## src/lf_adder_pkg.sv

```systemverilog
// Widths and vector types shared by the pipelined adder RTL and its testbench
package lf_adder_pkg;

	// Bits handled by one Ladner-Fischer slice
	localparam int slice_w = 10;

	// Slices per word, one pipeline stage each
	localparam int num_slices = 4;

	// Full operand and sum width
	localparam int word_w = slice_w * num_slices;

	// One operand or sum slice
	typedef logic [slice_w-1:0] slice_t;

	// Full operand or sum word
	typedef logic [word_w-1:0] word_t;

endpackage

```

## src/lane_if.sv

```systemverilog
// One slice lane of the adder pipeline, from operand skew through stage to deskew
`timescale 1ns/1ns

interface lane_if;

	// Operand slices, already skewed to this lane's cycle
	lf_adder_pkg::slice_t a;
	lf_adder_pkg::slice_t b;

	// Registered stage result
	lf_adder_pkg::slice_t sum;
	logic                 carry;

	modport skew (
		output a,
		output b
	);

	modport stage (
		input  a,
		input  b,
		output sum,
		output carry
	);

	// Carry is only taken from the last lane
	modport deskew (
		input sum,
		input carry
	);

endinterface

```

## src/lf_slice_adder.sv

```systemverilog
// Combinational 10-bit Ladner-Fischer prefix adder used inside each pipeline stage
`timescale 1ns/1ns

module lf_slice_adder (
	input  lf_adder_pkg::slice_t a,
	input  lf_adder_pkg::slice_t b,
	input  logic                 cin,
	output lf_adder_pkg::slice_t sum,
	output logic                 cout
);

	// Operand bits sit at 10:1 and g[0] holds the carry in
	logic [lf_adder_pkg::slice_w:1] p;
	logic [lf_adder_pkg::slice_w:0] g;

	// Ling pseudo-carries and true carries per bit
	logic [lf_adder_pkg::slice_w:1] h;
	logic [lf_adder_pkg::slice_w:1] c;

	// Group terms named by the bit span they cover
	logic h_1_0, h_3_2, h_5_4, h_7_6, h_9_8;
	logic i_3_2, i_5_4, i_7_6, i_9_8;
	logic h_3_0, h_7_4, i_7_4;
	logic h_5_0, h_7_0;
	logic h_9_0;
	logic h_2_0, h_4_0, h_6_0, h_8_0;

	// Pre-computation with an OR propagate so that g implies p
	assign p = a | b;
	assign g = {a & b, cin};

	// Stage 1 reduced cells on bit pairs
	assign h_1_0 = g[1] | g[0];
	assign h_3_2 = g[3] | g[2];
	assign i_3_2 = p[2] & p[1];
	assign h_5_4 = g[5] | g[4];
	assign i_5_4 = p[4] & p[3];
	assign h_7_6 = g[7] | g[6];
	assign i_7_6 = p[6] & p[5];
	assign h_9_8 = g[9] | g[8];
	assign i_9_8 = p[8] & p[7];

	// Stage 2
	assign h_3_0 = h_3_2 | (i_3_2 & h_1_0);
	assign h_7_4 = h_7_6 | (i_7_6 & h_5_4);
	assign i_7_4 = i_7_6 & i_5_4;

	// Stage 3
	assign h_5_0 = h_5_4 | (i_5_4 & h_3_0);
	assign h_7_0 = h_7_4 | (i_7_4 & h_3_0);

	// Stage 4 only reaches bit 9 inside this slice
	assign h_9_0 = h_9_8 | (i_9_8 & h_7_0);

	// Extra grey row fills in the even positions
	assign h_2_0 = g[2] | (p[1] & h_1_0);
	assign h_4_0 = g[4] | (p[3] & h_3_0);
	assign h_6_0 = g[6] | (p[5] & h_5_0);
	assign h_8_0 = g[8] | (p[7] & h_7_0);

	assign h[9:1] = {h_9_0, h_8_0, h_7_0, h_6_0, h_5_0, h_4_0, h_3_0, h_2_0, h_1_0};

	// True carry into bit k+1 is p[k] & h[k]
	assign c[1]    = g[0];
	assign c[10:2] = p[9:1] & h[9:1];

	// Post-computation
	assign h[10] = g[10] | c[10];
	assign sum   = (p[10:1] ^ h) | (g[10:1] & c);
	assign cout  = p[10] & h[10];

endmodule

```

## src/operand_skew.sv

```systemverilog
// Cuts the operand words into slices and delays slice k by k cycles for its stage
`timescale 1ns/1ns

module operand_skew (
	input logic                clk,
	input logic                reset,
	input lf_adder_pkg::word_t a,
	input lf_adder_pkg::word_t b,
	lane_if.skew               lanes [lf_adder_pkg::num_slices]
);

	for (genvar k = 0; k < lf_adder_pkg::num_slices; k++) begin : g_lane
		if (k == 0) begin : g_direct
			// Lowest slice goes straight to stage 0
			assign lanes[k].a = a[k*lf_adder_pkg::slice_w +: lf_adder_pkg::slice_w];
			assign lanes[k].b = b[k*lf_adder_pkg::slice_w +: lf_adder_pkg::slice_w];
		end else begin : g_delay
			lf_adder_pkg::slice_t a_dly [k];
			lf_adder_pkg::slice_t b_dly [k];

			// k-deep shift chain
			always_ff @(posedge clk) begin
				if (reset) begin
					for (int i = 0; i < k; i++) begin
						a_dly[i] <= '0;
						b_dly[i] <= '0;
					end
				end else begin
					a_dly[0] <= a[k*lf_adder_pkg::slice_w +: lf_adder_pkg::slice_w];
					b_dly[0] <= b[k*lf_adder_pkg::slice_w +: lf_adder_pkg::slice_w];
					for (int i = 1; i < k; i++) begin
						a_dly[i] <= a_dly[i-1];
						b_dly[i] <= b_dly[i-1];
					end
				end
			end

			assign lanes[k].a = a_dly[k-1];
			assign lanes[k].b = b_dly[k-1];
		end
	end

endmodule

```

## src/pipelined_adder.sv

```systemverilog
// Top level of the 40-bit pipelined adder, four cycles from operands to sum
`timescale 1ns/1ns

module pipelined_adder (
	input  logic                clk,
	input  logic                reset,
	input  logic                in_valid,
	input  lf_adder_pkg::word_t a,
	input  lf_adder_pkg::word_t b,
	input  logic                cin,
	output logic                out_valid,
	output lf_adder_pkg::word_t sum,
	output logic                cout
);

	lane_if lanes [lf_adder_pkg::num_slices] ();

	// Carry into each stage
	logic [lf_adder_pkg::num_slices-1:0] stage_cin;

	operand_skew operand_skew_inst (
		.clk   (clk),
		.reset (reset),
		.a     (a),
		.b     (b),
		.lanes (lanes)
	);

	assign stage_cin[0] = cin;

	// Ripple between stages through the stage registers
	for (genvar k = 1; k < lf_adder_pkg::num_slices; k++) begin : g_carry
		assign stage_cin[k] = lanes[k-1].carry;
	end

	for (genvar k = 0; k < lf_adder_pkg::num_slices; k++) begin : g_stage
		slice_stage slice_stage_inst (
			.clk      (clk),
			.reset    (reset),
			.lane     (lanes[k]),
			.carry_in (stage_cin[k])
		);
	end

	result_deskew result_deskew_inst (
		.clk       (clk),
		.reset     (reset),
		.in_valid  (in_valid),
		.lanes     (lanes),
		.out_valid (out_valid),
		.sum       (sum),
		.cout      (cout)
	);

endmodule

```

## src/result_deskew.sv

```systemverilog
// Realigns the lane sums into one output word and delays the valid strobe to match
`timescale 1ns/1ns

module result_deskew (
	input  logic                clk,
	input  logic                reset,
	input  logic                in_valid,
	lane_if.deskew              lanes [lf_adder_pkg::num_slices],
	output logic                out_valid,
	output lf_adder_pkg::word_t sum,
	output logic                cout
);

	// One flop per pipeline stage
	logic [lf_adder_pkg::num_slices-1:0] valid_dly;

	always_ff @(posedge clk) begin
		if (reset) begin
			valid_dly <= '0;
		end else begin
			valid_dly <= {valid_dly[lf_adder_pkg::num_slices-2:0], in_valid};
		end
	end

	assign out_valid = valid_dly[lf_adder_pkg::num_slices-1];

	for (genvar k = 0; k < lf_adder_pkg::num_slices; k++) begin : g_lane
		if (k == lf_adder_pkg::num_slices - 1) begin : g_direct
			// Top lane is already at the output cycle
			assign sum[k*lf_adder_pkg::slice_w +: lf_adder_pkg::slice_w] = lanes[k].sum;
		end else begin : g_delay
			lf_adder_pkg::slice_t sum_dly [lf_adder_pkg::num_slices-1-k];

			// Lower lanes finish early and wait here
			always_ff @(posedge clk) begin
				if (reset) begin
					for (int i = 0; i < lf_adder_pkg::num_slices - 1 - k; i++) begin
						sum_dly[i] <= '0;
					end
				end else begin
					sum_dly[0] <= lanes[k].sum;
					for (int i = 1; i < lf_adder_pkg::num_slices - 1 - k; i++) begin
						sum_dly[i] <= sum_dly[i-1];
					end
				end
			end

			assign sum[k*lf_adder_pkg::slice_w +: lf_adder_pkg::slice_w] =
				sum_dly[lf_adder_pkg::num_slices-2-k];
		end
	end

	// Carry out of the last stage register
	assign cout = lanes[lf_adder_pkg::num_slices-1].carry;

endmodule

```

## src/slice_stage.sv

```systemverilog
// One adder pipeline stage that adds its lane slice and registers sum and carry
`timescale 1ns/1ns

module slice_stage (
	input logic   clk,
	input logic   reset,
	lane_if.stage lane,
	input logic   carry_in
);

	lf_adder_pkg::slice_t sum_next;
	logic                 carry_next;

	// carry_in is the previous stage's register, aligned with this lane's operands
	lf_slice_adder lf_slice_adder_inst (
		.a    (lane.a),
		.b    (lane.b),
		.cin  (carry_in),
		.sum  (sum_next),
		.cout (carry_next)
	);

	// Stage register, also the carry source for the next lane
	always_ff @(posedge clk) begin
		if (reset) begin
			lane.sum   <= '0;
			lane.carry <= 1'b0;
		end else begin
			lane.sum   <= sum_next;
			lane.carry <= carry_next;
		end
	end

endmodule

```

## config.mk

```make
export PLATFORM = sky130hd
export DESIGN_NAME = pipelined_adder
export DESIGN_NICKNAME = d
export VERILOG_FILES = /design/src/lf_adder_pkg.sv /design/src/lane_if.sv /design/src/lf_slice_adder.sv /design/src/operand_skew.sv /design/src/pipelined_adder.sv /design/src/result_deskew.sv /design/src/slice_stage.sv
export SDC_FILE = /design/constraint.sdc
export NUM_CORES = 1
export LEC_CHECK = 0
export ABC_AREA = 1
export BUFFER_PORTS_ARGS = -buffer_cell sky130_fd_sc_hd__buf_4
export CELL_PAD_IN_SITES_DETAIL_PLACEMENT = 1
export CELL_PAD_IN_SITES_GLOBAL_PLACEMENT = 2
export CORE_ASPECT_RATIO = 0.5
export CORE_MARGIN = 2
export CORE_UTILIZATION = 36
export DETAILED_ROUTE_END_ITERATION = 12
export PLACE_DENSITY = 0.93
export RECOVER_POWER = 100
export SYNTH_ARGS = -nofsm -noshare
export SYNTH_HDL_FRONTEND = slang
export SYNTH_SLANG_ARGS = --single-unit
```

## constraint.sdc

```tcl
create_clock -name clk -period 2.75 [get_ports clk]
set_input_delay 0 -clock clk [delete_from_list [all_inputs] [get_ports clk]]
set_output_delay 0 -clock clk [all_outputs]
set_load 0.1 [all_outputs]
```

==> impl_metrics.json, run 1 <==
{
  "status": "complete, but fails checks",
  "violations": "max-capacitance violations, max-slew violations",
  "setup_violations": 0,
  "crit_top_cell": "nand2_1",
  "post_cts_buffers": 0,
  "cts_tree": "done",
  "antenna_found_initial": 0,
  "num_rows": 39,
  "hold_violations": 0,
  "synth-main-ff-cell": "dfxtp_1",
  "clock_latency_ns": 0.51,
  "synth_area_um2": 8220,
  "nets": 1303,
  "postSynthCellCount": 988,
  "crit_path_cell_trace": "dlygate4sd3_1, buf_4, inv_1, nand2_1, nand3_1, nand2_1, nand2_1, nand2_1, ha_1, fa_2, nand3_1, dlygate4sd3_1, a21oi_1, dlygate4sd3_1",
  "cp-start-kind": "primary input",
  "cap_violations": 2,
  "postLayoutSetupSlackWorst_ns": 0.1632,
  "rsz0062_at_grt": "no",
  "portBuffers": 125,
  "most-common-layout-cells": "inv_1 (281), nor2_1 (239), dfxtp_1 (228)",
  "cts_buffers": 22,
  "mappedNetlistNets": 1112,
  "dieArea_um2": 24130,
  "cpLargestDelayFamily": "buffers and inverters",
  "via_per_inst": 4.058,
  "diodes": 0,
  "final_antenna_net_count": 0,
  "ctsRootBufferMaster": "clkbuf_16",
  "dp.final_hpwl_um": 11060,
  "ys_seq_elements": 228,
  "power.density_nw_per_um2": 709.4,
  "die_w_um": 217.7,
  "htree_levels": 1,
  "io_pins": 126,
  "drive_gt1_frac": 0.1314,
  "holdCritPathClass": "primary input to flop",
  "place.gp.congestion": 0.7376,
  "syn-mean-instance-area_um2": 8.320,
  "worstSetupPathType": "primary input to flop",
  "ys_async_sr_fraction": 0,
  "cp.buffers_inverters": 5,
  "num_vias": 6095,
  "clock-sinks": 228,
  "grtUsageTotal": 0.1610,
  "synth_area_leaders": "dfxtp_1 (56%), inv_1 (13%), nor2_1 (11%)",
  "fin_cells": 1502,
  "clock_path_buffers": 3,
  "firstDrtPassIters": 4,
  "fin_skew_ns": 0.01533,
  "grt_pass1_vias": 6908,
  "critPathMaxFanout": 3,
  "cp_slowest_stage_delay_ns": 0.57,
  "die_y_um": 110.9,
  "critPathSlowestCell": "dlygate4sd3_1",
  "numPlacedInstances": 1378,
  "period_needed_ns": 2.587,
  "yosys.area.top_type": "dfxtp_1",
  "yosysTopAreaCellShare": 0.5553,
  "core_area_um2": 22590,
  "ys_types": 20,
  "tightest_slew_ns": 1.775,
  "n_fill_cell": 2698,
  "start_util": 0.3638,
  "drt_iter0_markers": 173,
  "crit_required_ns": 3.14,
  "timing.final.crit_share": 0.9407,
  "yosysWarnings": 0,
  "post-place-ws_ns": 0.8958,
  "crit_arrival_ns": 2.97,
  "drc": 0,
  "synth_seq_area_share": 0.5553,
  "wirelength_um": 18250,
  "grt_max_degree": 97,
  "final_common_cell": "inv_1",
  "gr-total-overflow": 0,
  "grt_pass1_wl_um": 31530,
  "synth_edf_count": 0,
  "path_clk_slew_ns": 0.06,
  "p_leak_nw": 5.136,
  "syn2layout_area_growth_pct": 30.67,
  "slew_headroom": -0.1830,
  "crit_path_end_kind": "flop",
  "post_drt_wl_per_cell_um": 12.15,
  "setup_tns_ns": 0,
  "fmax_mhz": 386.6,
  "slew_viol_final": 136,
  "vdd_ir_drop_max_mv": 0.4673
}
-- synthesized netlist by cell type (3+ instances only) --
cell / n
nand2_2: 15
or2_2: 4
nand2_1: 68
ha_1: 16
dfxtp_1: 228
o21ai_1: 3
inv_2: 15
buf_2: 25
inv_1: 280
nand3_1: 16
nand2_4: 5
fa_1: 24
a21oi_1: 12
nor2_1: 239
buf_4: 20
o21ai_0: 11
o21a_1: 4
-- metrics by stage --
stage                       util  instance area [um2]  hold WS, ns  total power, mW
after global routing      0.4754                10740      0.02874            7.991
after floorplan                -                 8220       0.1070            4.049
after CTS                 0.4843                10940      0.02813            7.707
final                     0.4754                10740      0.04015            7.620
after detailed placement  0.4119                 9306       0.2096            4.265
after global placement    0.4119                 9306       0.2034            4.240
-- power by group --
part           internal, mW  switching [mW]
clock                  2.02            1.30
sequential             3.47          0.0645
combinational         0.311           0.450
-- per-layer routing --
metal,up-vias,track usage,part of all wire
met4,0,0.05662,0.036
met1,2868,0.1688,0.39
met2,83,0.3153,0.54
li1,3097,-,-
met5,-,0,0
met3,47,0.03320,0.030
-- sequential cells by signal, summed over array words and instances, names as in the netlist --
signal,cells
operand_skew_inst.g_lane.g_delay.a_dly,60
operand_skew_inst.g_lane.g_delay.b_dly,60
result_deskew_inst.g_lane.g_delay.sum_dly,60
g_stage.slice_stage_inst.lane.sum,40
g_stage.slice_stage_inst.lane.carry,4
result_deskew_inst.valid_dly,4
-- path summary, 6_finish.rpt --
check	startpoint	end	slack (ns)	cells after the start
max reg2reg	operand_skew_inst.g_lane[2].g_delay.a_dly[0][15]	g_stage[2].slice_stage_inst.lane.sum[9]	0.78	12
min	b[9]	g_stage[0].slice_stage_inst.lane.carry	0.04	4
min reg2reg	g_stage[0].slice_stage_inst.lane.sum[4]	flop	0.40	2
max	b[1]	g_stage[0].slice_stage_inst.lane.sum[8]	0.16	14
-- area by class of cell --
class	count	area [um2]	share of cell area
clock buffer	31	645.6	0.06010
clock inverter	9	148.9	0.01386
inverter	295	1107	0.1031
multi-input combinational	420	2256	0.2100
sequential	228	4564	0.4249
tap	307	384.1	0.03576
timing repair buffer	212	1635	0.1522
-- timing repair --
| item | 4_1_cts | 5_1_grt |
|---|---|---|
| hold endpoints to repair | 101 | 0 |
| hold buffers | 84 | 0 |
| gates resized for setup | 0 | 1 |
| endpoints found under the setup margin | 0 | 1 |
-- cells by family (layout without fill, tap and decap cells) --
logic type	count (synthesis)	after routing	synth area share
flops	228	228	0.5553
fa+ha+maj	40	40	0.08280
simple gates	349	349	0.1732
buf+inv	340	547	0.1682
compound gates	31	31	0.02055
-- worst min-delay path: stages --
cell and delay, ns:
buf_4 0.11, inv_1 0.06, fa_1 0.26, nor2_1 0.07
No activity file was read; power rests on OpenSTA's default activity.
==> run 2: changes to the inputs <==
--- a/config.mk
+++ b/config.mk
@@ -10,11 +10,11 @@
 export CELL_PAD_IN_SITES_DETAIL_PLACEMENT = 1
 export CELL_PAD_IN_SITES_GLOBAL_PLACEMENT = 2
 export CORE_ASPECT_RATIO = 0.5
-export CORE_MARGIN = 2
 export CORE_UTILIZATION = 36
 export DETAILED_ROUTE_END_ITERATION = 12
+export GPL_ROUTABILITY_DRIVEN = 0
 export PLACE_DENSITY = 0.93
-export RECOVER_POWER = 100
+export RECOVER_POWER = 25
 export SYNTH_ARGS = -nofsm -noshare
 export SYNTH_HDL_FRONTEND = slang
 export SYNTH_SLANG_ARGS = --single-unit
==> run 2 against run 1 <==
Effect of this change:
- the run now ends clean
- sequential power is essentially flat
- die area is 2.7% lower
- maximum frequency fell by 0.30%
- wire length fell by 2.5%
- combinational power up 5.3%
- final cell count is 0.67% higher
- design area rose by 2.5%
- first-iteration DRC count up 17%
- worst setup slack worse by 0.0077 ns
- core utilization is 2.5 points higher
- largest power group unchanged
==> impl_metrics.json, run 2 (synthesis gave the netlist of run 1 again) <==
{
  "dp.final_hpwl_um": 11090,
  "p_int_mw": 5.638,
  "path_clk_slew_ns": 0.06,
  "clock_latency_ns": 0.49,
  "setup_tns_ns": 0,
  "p_sw_mw": 1.744,
  "grt_max_degree": 88,
  "p_leak_nw": 5.331,
  "htree_levels": 1,
  "num_rows": 38,
  "fmax_mhz": 385.4,
  "period_needed_ns": 2.595,
  "rsz0062_at_grt": "no",
  "crit_arrival_ns": 2.98,
  "core_area_um2": 22010,
  "io_pins": 126,
  "drc": 0,
  "design_area_um2": 11010,
  "slew_viol_final": 0,
  "hold_violations": 0,
  "setup_violations": 0,
  "post_drt_wl_per_cell_um": 11.77,
  "crit_required_ns": 3.13,
  "wirelength_um": 17800,
  "drt_iter0_markers": 203,
  "postLayoutSetupSlackWorst_ns": 0.1555,
  "critPathMaxFanout": 3,
  "tightest_slew_ns": 1.211,
  "fin_cells": 1512,
  "power_mw": 7.382,
  "p_seq_frac": 0.479,
  "reg_top3": "operand_skew_inst.g_lane.g_delay.a_dly: 60 flops, operand_skew_inst.g_lane.g_delay.b_dly: 60 flops, result_deskew_inst.g_lane.g_delay.sum_dly: 60 flops",
  "cp_slowest_stage_delay_ns": 0.57,
  "die_y_um": 108.9,
  "most-common-layout-cells": "inv_1 (280), nor2_1 (238), dfxtp_1 (228)",
  "dieArea_um2": 23480,
  "firstDrtPassIters": 4,
  "portBuffers": 125,
  "worstSetupPathType": "primary input to flop",
  "numPlacedInstances": 1371,
  "vdd_ir_drop_max_mv": 0.3643,
  "cts_buffers": 21,
  "status": "complete, no violations",
  "final_common_cell": "inv_1",
  "multiInputGateArea_um2": 2283,
  "drive_gt1_frac": 0.1559,
  "via_per_inst": 4.072,
  "placed_cell_area_um2": 9298,
  "die_w_um": 215.7,
  "clkPwrFrac": 0.412,
  "swShare": 0.2363,
  "holdCritPathClass": "primary input to flop",
  "clock_path_buffers": 3,
  "post-place-ws_ns": 0.9022,
  "gr-total-overflow": 0,
  "start_util": 0.3734,
  "fin_util": 0.5002,
  "timing.final.crit_share": 0.9435,
  "grt_pass1_vias": 6859,
  "antenna_found_initial": 0,
  "crit_path_end_kind": "flop",
  "final_antenna_net_count": 0,
  "slew_headroom": 0.1960,
  "critPathSlowestCell": "dlygate4sd3_1",
  "post_cts_buffers": 0,
  "diodes": 0,
  "nets": 1323,
  "ctsRootBufferMaster": "clkbuf_16",
  "power.density_nw_per_um2": 670.4,
  "grtUsageTotal": 0.1593,
  "fin_hold_ws_ns": 0.02378,
  "combinationalPowerShare": 0.108,
  "crit_path_cell_trace": "dlygate4sd3_1, buf_4, inv_1, nand2_2, nand2_2, nor2_1, nor2_1, nand2_2, ha_1, fa_1, dlygate4sd3_1, inv_1, nor2_1, dlygate4sd3_1",
  "grt_pass1_wl_um": 30330,
  "cap_violations": 0,
  "fin_skew_ns": 0.009563,
  "num_vias": 6157,
  "syn2layout_area_growth_pct": 33.96,
  "cts_tree": "done",
  "cp-start-kind": "primary input",
  "register_area_um2": 4564,
  "n_fill_cell": 2640,
  "clock-sinks": 228
}
[run 2: worst paths after layout]
| check | start | cells past startpoint | to | slack [ns] |
|---|---|---|---|---|
| worst max register to register | operand_skew_inst.g_lane[2].g_delay.a_dly[0][11] | 12 | g_stage[2].slice_stage_inst.lane.sum[9] | 0.91 |
| worst max-delay path | a[5] | 14 | g_stage[0].slice_stage_inst.lane.sum[7] | 0.16 |
| worst min-delay path | a[8] | 6 | g_stage[0].slice_stage_inst.lane.sum[8] | 0.02 |
| worst min register to register | g_stage[2].slice_stage_inst.lane.sum[9] | 2 | flop | 0.40 |
[run 2: critical path, delay by kind of cell]
family | cells | cell delay, ns
adder cells (fa/ha/maj) | 2 | 0.61
AND/OR/NAND/NOR | 6 | 0.37
buffers and inverters | 6 | 1.98
[run 2: routing by layer]
layer,track usage,part of all wire,vias up
li1,-,-,3135
met1,0.1624,0.39,2900
met2,0.3215,0.55,76
met3,0.03570,0.032,46
met4,0.05572,0.028,0
met5,0,0,-
[run 2: power by group through the flow]
stage | logic (mW) | registers, mW | clock network [mW]
5_1_grt | 0.897 | 3.55 | 3.29
6_report | 0.801 | 3.54 | 3.04
2_1_floorplan | 0.380 | 3.67 | 0
3_5_place_dp | 0.653 | 3.61 | 0
3_3_place_gp | 0.636 | 3.60 | 0
4_1_cts | 0.803 | 3.54 | 3.12
[run 2: repair_timing]
action,4_1_cts,5_1_grt
gates resized for setup,0,4
hold buffers,106,0
endpoints found under the setup margin,0,1
endpoints found under the hold margin,120,0
[run 2: final cells by class]
class	instances	share of cell area
Inverter	295	0.1006
Clock buffer	28	0.05465
Sequential cell	228	0.4145
Clock inverter	8	0.01079
Multi-Input combinational cell	420	0.2074
Tap cell	300	0.03409
Timing Repair Buffer	233	0.1780
